## src/verilog/hbus_params.svh

```systemverilog
`ifndef HBUS_PARAMS_SVH
`define HBUS_PARAMS_SVH

// Address width of the user command
`define HB_ADDR_W 32

// Initial latency in clk cycles at 1x, doubled when the device asks for 2x
`define HB_TACC_CYCLES 5

// Device reset low time after controller reset
`define HB_RESET_CYCLES 8

// Cycles allowed between read strobes before giving up
`define HB_READ_TIMEOUT 32

// Counter widths for the sequencer and the strobe timeout
`define HB_CNT_W 8
`define HB_TOUT_W 6

`endif

```

## src/verilog/hbus_pkg.sv

```systemverilog
`default_nettype none

`include "hbus_params.svh"

package hbus_pkg;

    // Byte-pair address as given by the user
    typedef logic [`HB_ADDR_W-1:0] hb_addr_t;

    // One clk worth of DDR data on the double-width bus
    typedef logic [15:0] hb_word_t;

    // Command/address word, sent as three beats
    typedef logic [47:0] hb_ca_t;

    // Burst length as word count minus one
    typedef logic [2:0] hb_len_t;

    typedef struct packed {
        logic     read;
        logic     reg_space;
        hb_addr_t addr;
        hb_len_t  len;
        hb_word_t wdata;
        logic [1:0] mask;
    } hb_cmd_t;

    typedef struct packed {
        logic       csn;
        logic       rstn;
        logic       ck_en;
        hb_word_t   dq_out;
        logic       dq_oe;
        logic [1:0] rwds_out;
        logic       rwds_oe;
    } hb_pins_out_t;

    typedef struct packed {
        hb_word_t   dq_in;
        logic [1:0] rwds_in;
    } hb_pins_in_t;

    typedef enum logic [2:0] {
        HB_ST_RESET,
        HB_ST_IDLE,
        HB_ST_CMD,
        HB_ST_LATENCY,
        HB_ST_WRITE,
        HB_ST_READ,
        HB_ST_ERROR
    } hb_state_e;

endpackage

`default_nettype wire

```

## src/verilog/hbus_cmd_builder.sv

```systemverilog
`timescale 1ns/100ps
`default_nettype none

module hbus_cmd_builder (
    input  wire                  clk,
    input  wire                  rst,
    input  wire                  load_i,
    input  wire                  shift_i,
    input  wire hbus_pkg::hb_cmd_t cmd_i,
    output hbus_pkg::hb_word_t   ca_beat_o,
    output hbus_pkg::hb_word_t   wdata_o,
    output logic [1:0]           wmask_o
);

    hbus_pkg::hb_ca_t ca_r;
    hbus_pkg::hb_ca_t ca_new;

    // CA word for the incoming command
    always_comb begin
        // Bit 47 is R/W#, high for a read
        ca_new[47] = cmd_i.read;
        // Bit 46 selects register space
        ca_new[46] = cmd_i.reg_space;
        // Linear bursts only
        ca_new[45] = 1'b1;
        // Upper address, then reserved zeros, then the word within the half page
        ca_new[44:16] = cmd_i.addr[31:3];
        ca_new[15:3] = 13'd0;
        ca_new[2:0] = cmd_i.addr[2:0];
    end

    // CA shift register, the top word is the beat on DQ
    always_ff @(posedge clk or posedge rst) begin
        if (rst) begin
            ca_r <= '0;
        end else if (load_i) begin
            ca_r <= ca_new;
        end else if (shift_i) begin
            ca_r <= {ca_r[31:0], 16'h0000};
        end
    end

    // Write payload held for the data cycle
    always_ff @(posedge clk) begin
        if (load_i) begin
            wdata_o <= cmd_i.wdata;
            wmask_o <= cmd_i.mask;
        end
    end

    assign ca_beat_o = ca_r[47:32];

endmodule

`default_nettype wire

```

## src/verilog/hbus_read_capture.sv

```systemverilog
`timescale 1ns/100ps
`default_nettype none

`include "hbus_params.svh"

module hbus_read_capture (
    input  wire                       clk,
    input  wire                       rst,
    input  wire                       capture_en_i,
    input  wire hbus_pkg::hb_len_t    len_i,
    input  wire hbus_pkg::hb_pins_in_t pins_i,
    output logic                      word_valid_o,
    output hbus_pkg::hb_word_t        word_o,
    output logic                      last_o,
    output logic                      timeout_o
);

    logic                   strobe;
    hbus_pkg::hb_len_t      word_cnt;
    logic [`HB_TOUT_W-1:0]  tout_cnt;

    // Device marks a valid read word with RWDS 2'b10, anything else is a gap
    assign strobe = capture_en_i && (pins_i.rwds_in == 2'b10);

    always_ff @(posedge clk or posedge rst) begin
        if (rst) begin
            word_valid_o <= 1'b0;
            last_o <= 1'b0;
            word_cnt <= '0;
        end else begin
            word_valid_o <= strobe;
            last_o <= strobe && (word_cnt == len_i);
            if (!capture_en_i) begin
                word_cnt <= '0;
            end else if (strobe) begin
                word_cnt <= word_cnt + 3'd1;
            end
        end
    end

    always_ff @(posedge clk) begin
        if (strobe) begin
            word_o <= pins_i.dq_in;
        end
    end

    // Gap counter, saturates at the limit
    always_ff @(posedge clk or posedge rst) begin
        if (rst) begin
            tout_cnt <= '0;
        end else if (!capture_en_i || strobe) begin
            tout_cnt <= '0;
        end else if (!timeout_o) begin
            tout_cnt <= tout_cnt + 1'b1;
        end
    end

    assign timeout_o = (tout_cnt == `HB_TOUT_W'(`HB_READ_TIMEOUT));

endmodule

`default_nettype wire

```

## src/verilog/hbus_sequencer.sv

```systemverilog
`timescale 1ns/100ps
`default_nettype none

`include "hbus_params.svh"

module hbus_sequencer (
    input  wire                     clk,
    input  wire                     rst,
    input  wire                     cmd_valid_i,
    input  wire hbus_pkg::hb_cmd_t  cmd_i,
    input  wire hbus_pkg::hb_word_t ca_beat_i,
    input  wire hbus_pkg::hb_word_t wdata_i,
    input  wire [1:0]               wmask_i,
    input  wire [1:0]               rwds_in_i,
    input  wire                     word_valid_i,
    input  wire                     last_i,
    input  wire                     timeout_i,
    output logic                    load_o,
    output logic                    shift_o,
    output logic                    capture_en_o,
    output hbus_pkg::hb_len_t       len_o,
    output hbus_pkg::hb_pins_out_t  pins_o,
    output logic                    busy_o,
    output logic                    done_o,
    output logic                    error_o
);

    hbus_pkg::hb_state_e   state;
    logic [`HB_CNT_W-1:0]  cnt;
    logic                  rd_r;
    hbus_pkg::hb_len_t     len_r;
    logic                  done_r;
    logic                  accept;
    logic                  last_word;

    assign accept = cmd_valid_i && (state == hbus_pkg::HB_ST_IDLE);
    assign last_word = word_valid_i && last_i;

    // Builder control
    assign load_o = accept;
    assign shift_o = (state == hbus_pkg::HB_ST_CMD);

    // Capture stops as soon as the last word is seen, so late strobes are ignored
    assign capture_en_o = (state == hbus_pkg::HB_ST_READ) && !last_word;
    assign len_o = len_r;

    assign busy_o = (state != hbus_pkg::HB_ST_IDLE);
    assign done_o = done_r;
    assign error_o = (state == hbus_pkg::HB_ST_ERROR);

    always_ff @(posedge clk or posedge rst) begin
        if (rst) begin
            state <= hbus_pkg::HB_ST_RESET;
            cnt <= `HB_CNT_W'(`HB_RESET_CYCLES - 1);
            rd_r <= 1'b0;
            len_r <= '0;
            done_r <= 1'b0;
        end else begin
            done_r <= 1'b0;
            case (state)
                hbus_pkg::HB_ST_RESET: begin
                    if (cnt == '0) begin
                        state <= hbus_pkg::HB_ST_IDLE;
                    end else begin
                        cnt <= cnt - 1'b1;
                    end
                end

                hbus_pkg::HB_ST_IDLE: begin
                    if (cmd_valid_i) begin
                        rd_r <= cmd_i.read;
                        len_r <= cmd_i.len;
                        // Three CA beats
                        cnt <= `HB_CNT_W'(2);
                        state <= hbus_pkg::HB_ST_CMD;
                    end
                end

                hbus_pkg::HB_ST_CMD: begin
                    if (cnt == '0) begin
                        // Device asks for doubled latency by holding RWDS high here
                        // Latency counts from the third beat, so the data cycle
                        // lands exactly tACC after it
                        if (rwds_in_i == 2'b11) begin
                            cnt <= `HB_CNT_W'(2 * `HB_TACC_CYCLES - 2);
                        end else begin
                            cnt <= `HB_CNT_W'(`HB_TACC_CYCLES - 2);
                        end
                        state <= hbus_pkg::HB_ST_LATENCY;
                    end else begin
                        cnt <= cnt - 1'b1;
                    end
                end

                hbus_pkg::HB_ST_LATENCY: begin
                    if (cnt == '0) begin
                        if (rd_r) begin
                            state <= hbus_pkg::HB_ST_READ;
                        end else begin
                            state <= hbus_pkg::HB_ST_WRITE;
                        end
                    end else begin
                        cnt <= cnt - 1'b1;
                    end
                end

                hbus_pkg::HB_ST_WRITE: begin
                    // Single word write, one data cycle
                    done_r <= 1'b1;
                    state <= hbus_pkg::HB_ST_IDLE;
                end

                hbus_pkg::HB_ST_READ: begin
                    if (last_word) begin
                        done_r <= 1'b1;
                        state <= hbus_pkg::HB_ST_IDLE;
                    end else if (timeout_i) begin
                        state <= hbus_pkg::HB_ST_ERROR;
                    end
                end

                hbus_pkg::HB_ST_ERROR: begin
                    // Only rst leaves here
                    state <= hbus_pkg::HB_ST_ERROR;
                end

                default: begin
                    cnt <= `HB_CNT_W'(`HB_RESET_CYCLES - 1);
                    state <= hbus_pkg::HB_ST_RESET;
                end
            endcase
        end
    end

    // Pin drive per state
    always_comb begin
        pins_o.csn = 1'b1;
        pins_o.rstn = 1'b1;
        pins_o.ck_en = 1'b0;
        pins_o.dq_oe = 1'b0;
        pins_o.rwds_out = 2'b00;
        pins_o.rwds_oe = 1'b0;

        // DQ carries write data in the data cycle and the CA beat otherwise
        if (state == hbus_pkg::HB_ST_WRITE) begin
            pins_o.dq_out = wdata_i;
        end else begin
            pins_o.dq_out = ca_beat_i;
        end

        case (state)
            hbus_pkg::HB_ST_RESET: begin
                pins_o.rstn = 1'b0;
            end
            hbus_pkg::HB_ST_CMD: begin
                pins_o.csn = 1'b0;
                pins_o.ck_en = 1'b1;
                pins_o.dq_oe = 1'b1;
            end
            hbus_pkg::HB_ST_LATENCY,
            hbus_pkg::HB_ST_READ: begin
                pins_o.csn = 1'b0;
                pins_o.ck_en = 1'b1;
            end
            hbus_pkg::HB_ST_WRITE: begin
                pins_o.csn = 1'b0;
                pins_o.ck_en = 1'b1;
                pins_o.dq_oe = 1'b1;
                // RWDS high masks the byte
                pins_o.rwds_out = wmask_i;
                pins_o.rwds_oe = 1'b1;
            end
            default: begin
                pins_o.csn = 1'b1;
            end
        endcase
    end

endmodule

`default_nettype wire

```

## src/verilog/hbus_top.sv

```systemverilog
`timescale 1ns/100ps
`default_nettype none

module hbus_top (
    input  wire                        clk,
    input  wire                        rst,
    input  wire                        cmd_valid_i,
    input  wire hbus_pkg::hb_cmd_t     cmd_i,
    output logic                       busy_o,
    output logic                       done_o,
    output logic                       error_o,
    output logic                       rd_valid_o,
    output hbus_pkg::hb_word_t         rd_data_o,
    output hbus_pkg::hb_pins_out_t     hbus_pins_o,
    input  wire hbus_pkg::hb_pins_in_t hbus_pins_i
);

    // Builder to sequencer
    logic               load;
    logic               shift;
    hbus_pkg::hb_word_t ca_beat;
    hbus_pkg::hb_word_t wdata;
    logic [1:0]         wmask;

    // Capture to sequencer
    logic               capture_en;
    hbus_pkg::hb_len_t  len;
    logic               word_valid;
    hbus_pkg::hb_word_t word;
    logic               last;
    logic               timeout;

    hbus_cmd_builder u_cmd_builder (
        .clk       (clk),
        .rst       (rst),
        .load_i    (load),
        .shift_i   (shift),
        .cmd_i     (cmd_i),
        .ca_beat_o (ca_beat),
        .wdata_o   (wdata),
        .wmask_o   (wmask)
    );

    hbus_read_capture u_read_capture (
        .clk          (clk),
        .rst          (rst),
        .capture_en_i (capture_en),
        .len_i        (len),
        .pins_i       (hbus_pins_i),
        .word_valid_o (word_valid),
        .word_o       (word),
        .last_o       (last),
        .timeout_o    (timeout)
    );

    hbus_sequencer u_sequencer (
        .clk          (clk),
        .rst          (rst),
        .cmd_valid_i  (cmd_valid_i),
        .cmd_i        (cmd_i),
        .ca_beat_i    (ca_beat),
        .wdata_i      (wdata),
        .wmask_i      (wmask),
        .rwds_in_i    (hbus_pins_i.rwds_in),
        .word_valid_i (word_valid),
        .last_i       (last),
        .timeout_i    (timeout),
        .load_o       (load),
        .shift_o      (shift),
        .capture_en_o (capture_en),
        .len_o        (len),
        .pins_o       (hbus_pins_o),
        .busy_o       (busy_o),
        .done_o       (done_o),
        .error_o      (error_o)
    );

    // Captured words go straight to the user
    assign rd_valid_o = word_valid;
    assign rd_data_o = word;

endmodule

`default_nettype wire
```

## config.mk

```make
export PLATFORM = sky130hd
export DESIGN_NAME = hbus_top
export DESIGN_NICKNAME = d
export VERILOG_FILES = /design/src/verilog/hbus_pkg.sv /design/src/verilog/hbus_cmd_builder.sv /design/src/verilog/hbus_read_capture.sv /design/src/verilog/hbus_sequencer.sv /design/src/verilog/hbus_top.sv
export VERILOG_INCLUDE_DIRS = /design/src /design/src/verilog
export SDC_FILE = /design/constraint.sdc
export NUM_CORES = 1
export LEC_CHECK = 0
export ABC_AREA = 1
export BUFFER_PORTS_ARGS = -buffer_cell sky130_fd_sc_hd__buf_2
export CORE_ASPECT_RATIO = 0.6
export CORE_UTILIZATION = 47
export DETAILED_ROUTE_END_ITERATION = 7
export PLACE_DENSITY = 0.79
export SLEW_MARGIN = 20
export SYNTH_ARGS = -nofsm -noshare
export SYNTH_HDL_FRONTEND = slang
export SYNTH_SLANG_ARGS = --single-unit
```

## constraint.sdc

```tcl
create_clock -name clk -period 1.6 [get_ports clk]
set_input_delay 0.08 -clock clk [delete_from_list [all_inputs] [get_ports clk]]
set_output_delay 0.08 -clock clk [all_outputs]
set_load 0.02 [all_outputs]
```

==> metrics.yaml <==
syn_area_um2: 4240
synth_fp_nets: 530
cp_top_family: "buffers and inverters"
cts.sinks: 96
synth-async-reset-ratio_pct: 64.6
multiInputGateArea_um2: 1610
critPathMaxStageDelay_ns: 0.40
portBuffers: 118
drive_above_1_share_pct: 34.1
cp_max_fo: 6
cts_tree: "done"
timing.hold.worst_path_depth: 4
worst_slew_margin_rel_pct: 65.4
place_ws_ns: -0.0958
ys_warn_count: 0
final_area_um2: 6690
holdPathEnd: "u_read_capture.tout_cnt[4]"
core_um2: 8620
clock.fmax_mhz: 590
ff2ff_path_depth: 9
synth_area_leader_cell: "dfrtp_1"
final.setup_skew_ns: 0.00625
post-synth-top-count-cell: "nand2_1"
worstPathCellList: "inv_2 > nand2_4 > nor2_4 > buf_2 > o21ai_1 > buf_4"
clock_latency_ns: 0.35
critPathBufInv: 3
grt_busiest_layer: "met2"
grt_antenna_before_repair: 0
grt_overflow_total: 0
grt_util_met3_pct: 7.37
area_growth_pct: 57.9
critPathSlowestCell: "dfrtp_1"
via_per_inst: 5.19
rows: 26
hold_violations: 0
cp.depth: 6
avgRoutedWirePerCell_um: 16.4
timing.rr.end: "u_read_capture.tout_cnt[3]"
place_congestion: 0.848
drt-initial-drc-count: 302
seqCellArea_um2: 2580
fin_crit_ns: 1.70
rr_startpoint: "u_sequencer.state[1]"
drv_slew: 0
place_hpwl_um: 7000
die_w_um: 125
drt-total-wl_um: 12900
grt_pass1_vias: 4028
grt_pass1_wl_um: 19400
post-route-period-util_pct: 106
num_antenna_cells: 0
crit_type: "flip-flop to primary output"
numCtsBuffers: 9
htree_levels: 3
worst_pin_slew_ns: 0.518
setup_viol: 25
via_count: 4081
power_density_nw_per_um2: 1720
fin_setup_tns_ns: -1.34
cp-start-kind: "flip-flop"
required_ns: 1.52
synth_edf_count: 34
status: "finished with violations"
synth-seq-area-share_pct: 60.8
synthTopCellsByArea: "dfrtp_1 35%, edfxtp_1 24%, nand2_1 12%"
postLayoutSetupSlackWorst_ns: -0.0962
vdd_ir_drop_max_uv: 716
root_buffer: "clkbuf_16"
rsz0062_at_grt: "true"
total_power_mw: 11.5
drc: 0
start_util_pct: 49.2
yosys.area.top_type_share_pct: 34.8
clk_path_buf_depth: 2
clkTransAtPathRegs_ns: 0.07
synth_cell_types: 32
synthCells: 450
ys_top_cells_by_count: "132 x nand2_1, 59 x dfrtp_1, 51 x inv_1, 34 x edfxtp_1, 34 x o21ai_0"
arrival_ns: 1.62
nNetsFinal: 750
detail-route-antenna-nets: 0
endpoint_kind: "primary output"
die-area_um2: 9420
use_met2_pct: 46.3
ys_ff_latch: 96
leakagePower_nw: 3.13
gr-usage-met1_pct: 34.3
drtPass1Iterations: 5
grt_max_degree: 42
hp-start: "hbus_pins_i[0]"
violations: "setup timing"
max-cap-violations: 0
synth.avg_cell_area_um2: 9.42
grt_usage_pct: 27.0
fin_util_pct: 77.6
r2r_slack_ns: -0.02
hold_class: "primary input to flip-flop"
ys.flop_type: "dfrtp_1"
fill_cells: 484
ios: 119
dieHeight_um: 75.6
placed_area_um2: 5120
==> where the power goes <==
part / switching, mW / total, mW / internal, mW / leakage [nW]
combinational: 3.27 / 5.64 / 2.37 / 1.87
sequential: 0.359 / 3.66 / 3.30 / 1.11
clock: 0.997 / 2.24 / 1.25 / 0.153
total: 4.63 / 11.5 / 6.91 / 3.13
==> how the worst max path moves through the flow <==
stage	start	endpoint	slack (ns)
after floorplan	u_sequencer.state[2]	hbus_pins_o[20]	0.04
after global placement	u_sequencer.cnt[0]	u_sequencer.cnt[3]	0.06
after detailed placement	u_sequencer.cnt[0]	u_sequencer.cnt[0]	-0.1
after CTS	u_sequencer.state[0]	hbus_pins_o[16]	-0.1
after global routing	u_sequencer.state[1]	hbus_pins_o[20]	-0.16
final	u_sequencer.state[1]	hbus_pins_o[17]	-0.1
==> what timing repair did <==
item,in CTS,in global routing
buffers inserted,7,3
endpoints found under the hold margin,89,0
pin swaps,3,13
gates resized for setup,56,66
setup endpoints to repair,26,112
gates cloned,1,4
hold buffers,72,0
==> metal layers <==
layer	wire, um	share of wire (%)	vias to the layer above
met5	0	0	-
met4	206	1.6	0
met3	1040	8.1	20
met2	6060	47	206
met1	5560	43	1946
li1	-	-	1909
==> cells by family after synthesis <==
kind of cell	share of synthesized area, %
AND/OR/NAND/NOR	20.7
flip-flops	60.8
buffers and inverters	6.67
AO/OA/AOI/OAI	8.85
XOR/XNOR	1.86
adder cells (fa/ha/maj)	1.18
==> worst register-to-register path, cell delays in order (launching register included) <==
cell and delay, ns:
dfrtp_1 0.40, inv_2 0.11, buf_4 0.14, nand2_4 0.07, nor2_4 0.16, nand2_4 0.09, buf_12 0.13, nor2_4 0.22
o21ai_1 0.11, a21oi_1 0.12
==> state kept, by name (all words and copies together) (netlist names), 3 cells and up <==
| name | flops |
|---|---|
| u_read_capture.word_cnt | 3 |
| u_cmd_builder.wdata_o | 16 |
| u_sequencer.state | 3 |
| u_sequencer.len_o | 3 |
| u_cmd_builder.ca_r | 35 |
| u_sequencer.cnt | 8 |
| u_read_capture.tout_cnt | 6 |
| u_read_capture.word_o | 16 |
==> placed cells by master, fill, tap and decap left out, types with 3 or more instances in the layout <==
cell           Yosys  routed
nand2_1          132     112
buf_2              7      97
dlygate4sd3_1      0      72
dfrtp_1           59      57
inv_1             51      48
edfxtp_1          34      34
o21ai_0           34      24
nor2_1            27      23
nand3_1           27      23
buf_4              3      22
buf_6              0      20
nand2_2            3      15
clkbuf_16          0      12
o21ai_1            8      11
xor2_1             9       9
o211ai_1           9       9
nand2_4            0       8
o21ai_2            1       7
buf_12             0       7
nor2_4             1       6
a21oi_1            6       6
o221ai_1           5       5
inv_2              6       4
inv_6              0       4
nor2_2             5       4
inv_4              0       3
nor3_1             4       3
clkinv_4           0       3
nand3_2            1       3
ha_1               4       3
dfstp_2            3       3
==> through the flow <==
stage,hold slack (ns),cells
2_1_floorplan,0.179,450
3_3_place_gp,0.142,684
3_5_place_dp,0.145,684
4_1_cts,0.220,780
5_1_grt,0.265,787
6_report,0.235,787
==> cell type report <==
class | instances | share of cell area (%)
inverters | 57 | 3.48
clock inverters | 7 | 1.27
flip-flops and latches | 96 | 38.5
multi-input cells | 284 | 24.1
repair buffers | 221 | 27.1
repair inverters | 1 | 0.0935
well taps | 112 | 2.09
clock buffers | 9 | 3.37
Note: power is estimated with default switching activity, not from simulation.
